**src/procPkg.sv**
```systemverilog
package procPkg;

    ////////////////////////////////////////////////////////////
    // word and memory sizes
    ////////////////////////////////////////////////////////////

    localparam int dataWidth     = 32;
    localparam int instWidth     = 32;
    localparam int regAddrWidth  = 6;
    localparam int immWidth      = 15;
    localparam int functWidth    = 4;

    localparam int progDepth     = 64;
    localparam int progAddrWidth = $clog2(progDepth);
    localparam int dmemDepth     = 128;
    localparam int dmemAddrWidth = $clog2(dmemDepth);

    ////////////////////////////////////////////////////////////
    // instruction field positions
    ////////////////////////////////////////////////////////////

    localparam int typeBit  = 0;    // 1 means immediate type
    localparam int rsLsb    = 1;
    localparam int rdLsb    = 7;
    localparam int functLsb = 13;   // mode is the lowest funct bit
    localparam int rtLsb    = 17;
    localparam int immLsb   = 17;   // shares bits with rt

    ////////////////////////////////////////////////////////////
    // operation and sequencer encodings
    ////////////////////////////////////////////////////////////

    // value is the raw funct field {opsel, mode}
    typedef enum logic [3:0] {
        ADD   = 4'b0000,    // arithmetic group, mode 0
        SUB   = 4'b0010,
        MOV   = 4'b0100,
        INC   = 4'b0110,
        DEC   = 4'b1000,
        LOAD  = 4'b1010,
        STORE = 4'b1100,
        AND   = 4'b0001,    // logic group, mode 1
        OR    = 4'b0011,
        XOR   = 4'b0101,
        NOT   = 4'b0111,
        SLL   = 4'b1001,
        NOP   = 4'b1111     // 1110, 1011, 1101 also land here
    } aluOp_t;

    typedef enum logic [1:0] {
        IDLE  = 2'd0,
        FETCH = 2'd1,
        READ  = 2'd2,
        EXEC  = 2'd3
    } stepState_t;

endpackage

```
**src/fetchDecode.sv**
```systemverilog
`timescale 1ns/10ps

module fetchDecode #(
    parameter int regAddrWidth = procPkg::regAddrWidth,
    parameter int progDepth    = procPkg::progDepth
) (
    input  logic                          clk,
    input  logic                          clkreset,
    input  logic                          run,
    input  logic                          progWe,
    input  logic [$clog2(progDepth)-1:0]  progAddr,
    input  logic [procPkg::instWidth-1:0] progData,
    output logic [regAddrWidth-1:0]       readAddrA,
    output logic [regAddrWidth-1:0]       readAddrB,
    output logic                          execStrobe,
    output procPkg::aluOp_t               opcode,
    output logic                          isImm,
    output logic [regAddrWidth-1:0]       destAddr,
    output logic [procPkg::immWidth-1:0]  imm
);
    import procPkg::*;

    localparam int pcWidth = $clog2(progDepth);

    logic [instWidth-1:0]    progMem [progDepth];
    logic [instWidth-1:0]    instReg;
    logic [pcWidth-1:0]      pc;
    stepState_t              state;
    stepState_t              nextState;
    logic [functWidth-1:0]   funct;
    logic [regAddrWidth-1:0] rtAddr;

    // loading port, only open while stopped
    always_ff @(posedge clk) begin
        if (progWe && !run) begin
            progMem[progAddr] <= progData;
        end
    end

    ////////////////////////////////////////////////////////////
    // step sequencer
    ////////////////////////////////////////////////////////////

    always_comb begin
        case (state)
            IDLE:    nextState = run ? FETCH : IDLE;
            FETCH:   nextState = run ? READ : IDLE;
            READ:    nextState = run ? EXEC : IDLE;
            default: nextState = run ? FETCH : IDLE;
        endcase
    end

    always_ff @(posedge clk) begin
        if (!clkreset) begin
            state      <= IDLE;
            pc         <= '0;
            execStrobe <= 1'b0;
        end else begin
            state      <= nextState;
            execStrobe <= (nextState == EXEC);   // one cycle per instruction
            if (state == EXEC) begin
                // a started EXEC always finishes, so the pc moves on
                pc <= (pc == pcWidth'(progDepth - 1)) ? '0 : pc + 1'b1;
            end
        end
    end

    always_ff @(posedge clk) begin
        if (state == FETCH) begin
            instReg <= progMem[pc];
        end
    end

    ////////////////////////////////////////////////////////////
    // field decode
    ////////////////////////////////////////////////////////////

    assign funct    = instReg[functLsb +: functWidth];
    assign isImm    = instReg[typeBit];
    assign destAddr = instReg[rdLsb +: regAddrWidth];
    assign rtAddr   = instReg[rtLsb +: regAddrWidth];
    assign imm      = instReg[immLsb +: immWidth];

    always_comb begin
        case (funct)
            ADD, SUB, MOV, INC, DEC, LOAD, STORE,
            AND, OR, XOR, NOT, SLL: opcode = aluOp_t'(funct);
            default:                opcode = NOP;
        endcase
    end

    assign readAddrA = instReg[rsLsb +: regAddrWidth];
    assign readAddrB = (opcode == STORE) ? destAddr : rtAddr;   // store data sits in rd

    // the strobe only follows a completed READ step
    assert property (@(posedge clk) disable iff (!clkreset)
        execStrobe |-> (state == EXEC) && ($past(state) == READ));

endmodule

```
**config.mk**
```make
export PLATFORM = sky130hd
export DESIGN_NAME = fetchDecode
export DESIGN_NICKNAME = d
export VERILOG_FILES = /design/src/procPkg.sv /design/src/fetchDecode.sv
export SDC_FILE = /design/constraint.sdc
export NUM_CORES = 2
export LEC_CHECK = 0
export BUFFER_PORTS_ARGS = -buffer_cell sky130_fd_sc_hd__buf_2
export CAP_MARGIN = 20
export CORE_ASPECT_RATIO = 0.6
export CORE_MARGIN = 2
export CORE_UTILIZATION = 40
export DETAILED_ROUTE_END_ITERATION = 10
export HOLD_SLACK_MARGIN = 0.08
export SLEW_MARGIN = 20
export SYNTH_ARGS = -nofsm -noshare
export SYNTH_HDL_FRONTEND = slang
export SYNTH_SLANG_ARGS = --single-unit
```
**constraint.sdc**
```tcl
create_clock -name clk -period 3.4 [get_ports clk]
set_clock_uncertainty 0.2 [all_clocks]
set_input_delay 0.68 -clock clk [delete_from_list [all_inputs] [get_ports clk]]
set_output_delay 0.68 -clock clk [all_outputs]
set_load 0.02 [all_outputs]
```
=== After elaboration in Yosys (flattened, before gate mapping) ===
Memory sizes are Yosys's and may differ from the RTL's. A register that Yosys moved wholly into a read port is not among the register bits.
Index checks and enable logic that the tools add are counted.

* Add/subtract/negate cells: 1
* Eq/ne operators: 17
* Multiplexer cells: 9
* Reduce and logical (&&, ||, !) cells: 4

{| class="wikitable"
|+ Operators with widths
! operator !! number
|-
| $eq 4x4->1 const B || 5
|-
| $eq 4x3->1 const B || 4
|-
| $mux 6 || 2
|-
| $reduce_or 12->1 || 1
|-
| $eq 4x2->1 const B || 2
|-
| $add 6x1->6 const B || 1
|-
| $eq 2x2->1 const B || 3
|-
| $eq 6x6->1 const B || 1
|-
| $eq 4x1->1 const B || 1
|-
| $logic_not 4->1 || 1
|-
| $mux 2 || 2
|-
| $mux 4 || 1
|-
| $pmux 2 s2 || 1
|-
| $mux 1 || 3
|-
| $eq 2x1->1 const B || 1
|-
| $logic_and 1x1->1 || 1
|-
| $logic_not 1->1 || 1
|}

* Flip-flop bits (word level): 9
* Bits in writable memories: 2048
* Input bits: 42
* Output and inout bits: 39
* Logic and storage cells: 35
* Memories: 1

{| class="wikitable"
|+ Memory list
! memory !! words !! width !! read ports !! clocked after memory_dff !! wr ports !! RTL line !! RTL
|-
| progMem || 64 || 32 || 1 || 1 || 1 || fetchDecode.sv:25 || <nowiki>logic [instWidth-1:0] progMem [progDepth];</nowiki>
|}

=== Longest topological paths before layout ===
* Word-level depth: 5
* Mapped depth: 10
* Depth with buffers taken out: 5

=== Worst setup path after synthesis ===
No wires, ideal clock.

* Path type: in2reg
* Start: in progAddr[4]
* End: mem progMem[16][0], enable pin
* Setup time: 0.421 ns
* Arrival time: 2.862 ns
* Data required time: 2.779 ns
* Setup slack: -0.083 ns
* Stages: 4
* Buffers on the path: 2
* Cell sequence: clkbuf_1 > or3b_2 > clkbuf_1 > nor2_1

{| class="wikitable"
|+ RTL lines
! item !! RTL line !! RTL
|-
| from (decl) || fetchDecode.sv:11 || <nowiki>input logic [$clog2(progDepth)-1:0] progAddr,</nowiki>
|-
| to (decl) || fetchDecode.sv:25 ||
|}

Straight into the memory's write port.

=== Final worst setup path ===
* Start: reg instReg[13] (read register of progMem)
* End: out readAddrB[1]

* Longest elaborated chain between the ends: 5
* Elaborated cells on any way between the ends: 16
* Classes of those cells: eq/ne (12); mux (2); reduce/logical (2)

{| class="wikitable"
|+ Ends and longest elaborated chain
! item !! RTL line !! RTL
|-
| from (decl) || fetchDecode.sv:26 || <nowiki>logic [instWidth-1:0] instReg;</nowiki>
|-
| $eq 4x2->1, or another cell as far along || fetchDecode.sv:85 || <nowiki>case (funct)</nowiki>
|-
| $reduce_or 12->1 || fetchDecode.sv:85 ||
|-
| $mux 4 * || fetchDecode.sv:85 ||
|-
| $eq 4x4->1 * || fetchDecode.sv:93 || <nowiki>assign readAddrB = (opcode == STORE) ? destAddr : rtAddr;</nowiki>
|-
| $mux 6 * || fetchDecode.sv:93 ||
|-
| to (decl) || fetchDecode.sv:14 || <nowiki>output logic [regAddrWidth-1:0] readAddrB,</nowiki>
|}

Every way passes the cells marked *; elsewhere a longest branch is shown, timed or not.

==> out/qor.yml <==
run_status:
  status: "complete, no violations"
critical_path:
  cp_cell_sequence: "nor3_2, buf_6, mux2_2, buf_2"
  cp_data_arrival_time_ns: 2.39
  worstSetupStartpointType: "flip-flop"
  cp_slowest_cell: "edfxtp_1"
  crit_end: "readAddrB[1]"
  crit_path_end_kind: "output pin"
  path_class: "flip-flop to output pin"
  reg2reg_slack_ns: 0.26
  startpoint: "instReg[13]$_DFFE_PN_"
  path_max_fanout: 3
  ff2ff_path_depth: 7
  reg2reg_from: "pc[0]$_SDFFE_PN0N_"
  r2r-end: "instReg[12]$_DFFE_PN_"
  crit_required_ns: 2.52
  slowest_delay_ns: 0.50
synth:
  synth_flop_cell: "edfxtp_1"
  ys_ff_latch: 2089
  synth.yosys.seq_area_share_pct: 78.48
  synth_area_leaders: "edfxtp_1 (78%), mux4_2 (13%), mux2i_1 (2.5%), o22ai_1 (0.70%), a211oi_1 (0.59%)"
  yosysTopAreaCellShare_pct: 78.26
  yosysMostFrequentCell: "edfxtp_1"
  synth-edff-count: 2080
  synth_largest_area_cell: "edfxtp_1"
  yosys_warnings: 0
  async_flop_share_pct: 0
  yosysUniqueCellTypes: 50
  avgSynthCellArea_um2: 22.62
  syn-num-nets: 3575
  postSynthCellCount: 3529
  mappedNetlistArea_um2: 79810
  synthTopCellsByCount: "edfxtp_1 (2080), mux4_2 (450), mux2i_1 (198)"
placed_design:
  pre_cts_ws_ns: 0.2058
  port_buffers: 80
  post-dp-hpwl_um: 120200
  gp_congestion: 0.7652
timing:
  rsz0062_at_grt: "no"
  relSlewSlack_pct: 27.52
  hold_viol: 0
  setup_viol: 0
  tightest_slew_ns: 1.087
  fin_crit_sh_pct: 96.26
  whs_ns: 0.1484
  timing.final.ws_setup_ns: 0.1272
  finalCriticalPeriod_ns: 3.273
  maxSlewViolCount: 0
  fmax_ghz: 0.3055
floorplanning:
  coreArea_um2: 197400
  initial_core_util_pct: 40.44
  die_h_um: 350
  ios: 81
  fp.dieW_um: 580.7
  die-area_um2: 203200
  rows: 126
clocking:
  numCtsBuffers: 181
  cts_tree: "yes"
  clock-sinks: 2089
  htreeDepth: 4
  cts_buffer_depth: 4
  cts_root_buffer: "clkbuf_16"
  clock_latency_ns: 0.82
  clkTransAtPathRegs_ns: 0.06
power_and_ir_drop:
  p_comb_share_pct: 1.4
  vdd_drop_max_uv: 351.3
  swShare_pct: 19.59
  power_leakage_nw: 27.39
  power_density_nw_per_um2: 540.2
  power.net_switching_mw: 9.673
  share_clk_of_total_power_pct: 41.0
  internal_power_mw: 39.71
  pwr-share-seq_pct: 57.6
routing:
  drt_wl_total_um: 199400
  num_vias: 38600
  drt-initial-drc-count: 4685
  drc: 0
  dr.pass1.iters: 7
  avgViaCountPerCell: 5.858
  wl_per_cell_um: 30.26
  ant_nets: 0
global_route:
  grt_pass1_wl_um: 282700
  grt_max_degree: 65
  grt_pass1_vias: 37680
  grt_overflow_total: 0
  antenna_found_initial: 15
  grtUsageTotal_pct: 19.38
run:
  cap_violations: 0
finish:
  syn_to_final_growth_pct: 14.55
  final_nets: 3879
  drive_above_1_share_pct: 28.67
  utilization_pct: 46.32
worst_hold_path:
  hp-class: "input port to flip-flop"
==> cell families (layout without fill, tap and decap cells) <==
logic type,Yosys count,count (layout),share of synthesized area (%)
AO/OA/AOI/OAI,339,339,3.043
XOR/XNOR,2,2,0.02195
adder cells (fa/ha/maj),4,4,0.06271
buffers and inverters,228,662,1.740
flip-flops,2089,2089,78.48
multiplexers,667,667,15.45
other,0,3,0
AND/OR/NAND/NOR,200,200,1.198
==> worst max-delay path: cells and delay by family (launching register included) <==
kind / cells / cell delay [ns]
buf+inv: 2 / 0.40
mux: 1 / 0.35
simple gates: 1 / 0.35
flops: 1 / 0.50
==> how the worst min path moves through the flow <==
stage	startpoint	to	slack (ns)	cells past startpoint
6_report	progData[9]	progMem[60][9]$_DFFE_PP_	0.15	1
5_1_grt	progData[24]	progMem[47][24]$_DFFE_PP_	0.13	1
4_1_cts	progData[9]	progMem[60][9]$_DFFE_PP_	0.10	1
3_5_place_dp	state[1]$_SDFF_PN0_	execStrobe$_SDFF_PN0_	0.42	2
3_3_place_gp	state[1]$_SDFF_PN0_	state[1]$_SDFF_PN0_	0.40	2
2_1_floorplan	state[1]$_SDFF_PN0_	execStrobe$_SDFF_PN0_	0.38	2
==> per-stage QoR <==
stage / instances / cell area [um^2] / power (mW) / TNS (ns)
CTS: 6586 / 91360 / 49.77 / 0
detailed placement: 6263 / 85650 / 29.71 / 0
floorplan: 3529 / 79810 / 29.14 / -41.92
global route: 6588 / 91420 / 50.79 / 0
global placement: 6263 / 85650 / 29.68 / 0
finish: 6590 / 91420 / 49.39 / 0
==> layer usage <==
metal  vias up  routed length (um)  GRT usage, %
met2      1775               85730         27.43
met4         8                3454         3.683
met3       251               17340         3.817
met5         -                  49             0
li1      15660                   -             -
met1     20910               92830         31.07
==> placed cells by master (no fill, tap or decap), types with 15 or more instances in the layout <==
cell          n
a211oi_1     63
a221oi_1     20
a22o_1       19
a22oi_1      37
buf_12       87
buf_2        69
buf_4       182
bufinv_16    15
clkbuf_1     44
clkbuf_16   186
clkinv_1     30
clkinv_2     27
edfxtp_1   2080
mux2_2       19
mux2i_1     198
mux4_2      450
nand2_1      28
nor2_1       15
nor2_4       66
nor3_1       27
o21ai_0      34
o221ai_1     25
o22ai_1      89
or3_1        20
==> area by class of cell <==
class,count,area [um^2]
fillers,16220,106000
multi-input cells,1212,16300
repair buffers,346,3536
clock inverters,82,787.0
inverters,3,11.26
flip-flops and latches,2089,62660
well taps,2624,3283
clock buffers,231,4833
diodes,3,7.507
==> power groups by stage <==
stage          Sequential (mW)  Combinational [mW]  Clock [mW]
3_3_place_gp              29.0               0.664           0
4_1_cts                   28.4               0.700        20.6
6_report                  28.4               0.696        20.2
3_5_place_dp              29.0               0.691           0
5_1_grt                   28.4               0.756        21.6
2_1_floorplan             29.0               0.147           0
==> sequential cells by signal, indices dropped and copies added, names as in the netlist <==
signal,flops
state,2
execStrobe,1
instReg,32
pc,6
progMem,2048
==> what timing repair did <==
action,in CTS,in global routing
resized for setup,0,2
buffers inserted,4,0
endpoints found under the setup margin,6,5
hold buffers,6,0
endpoints found under the hold margin,40,0
(Power assumes the default switching activity.)
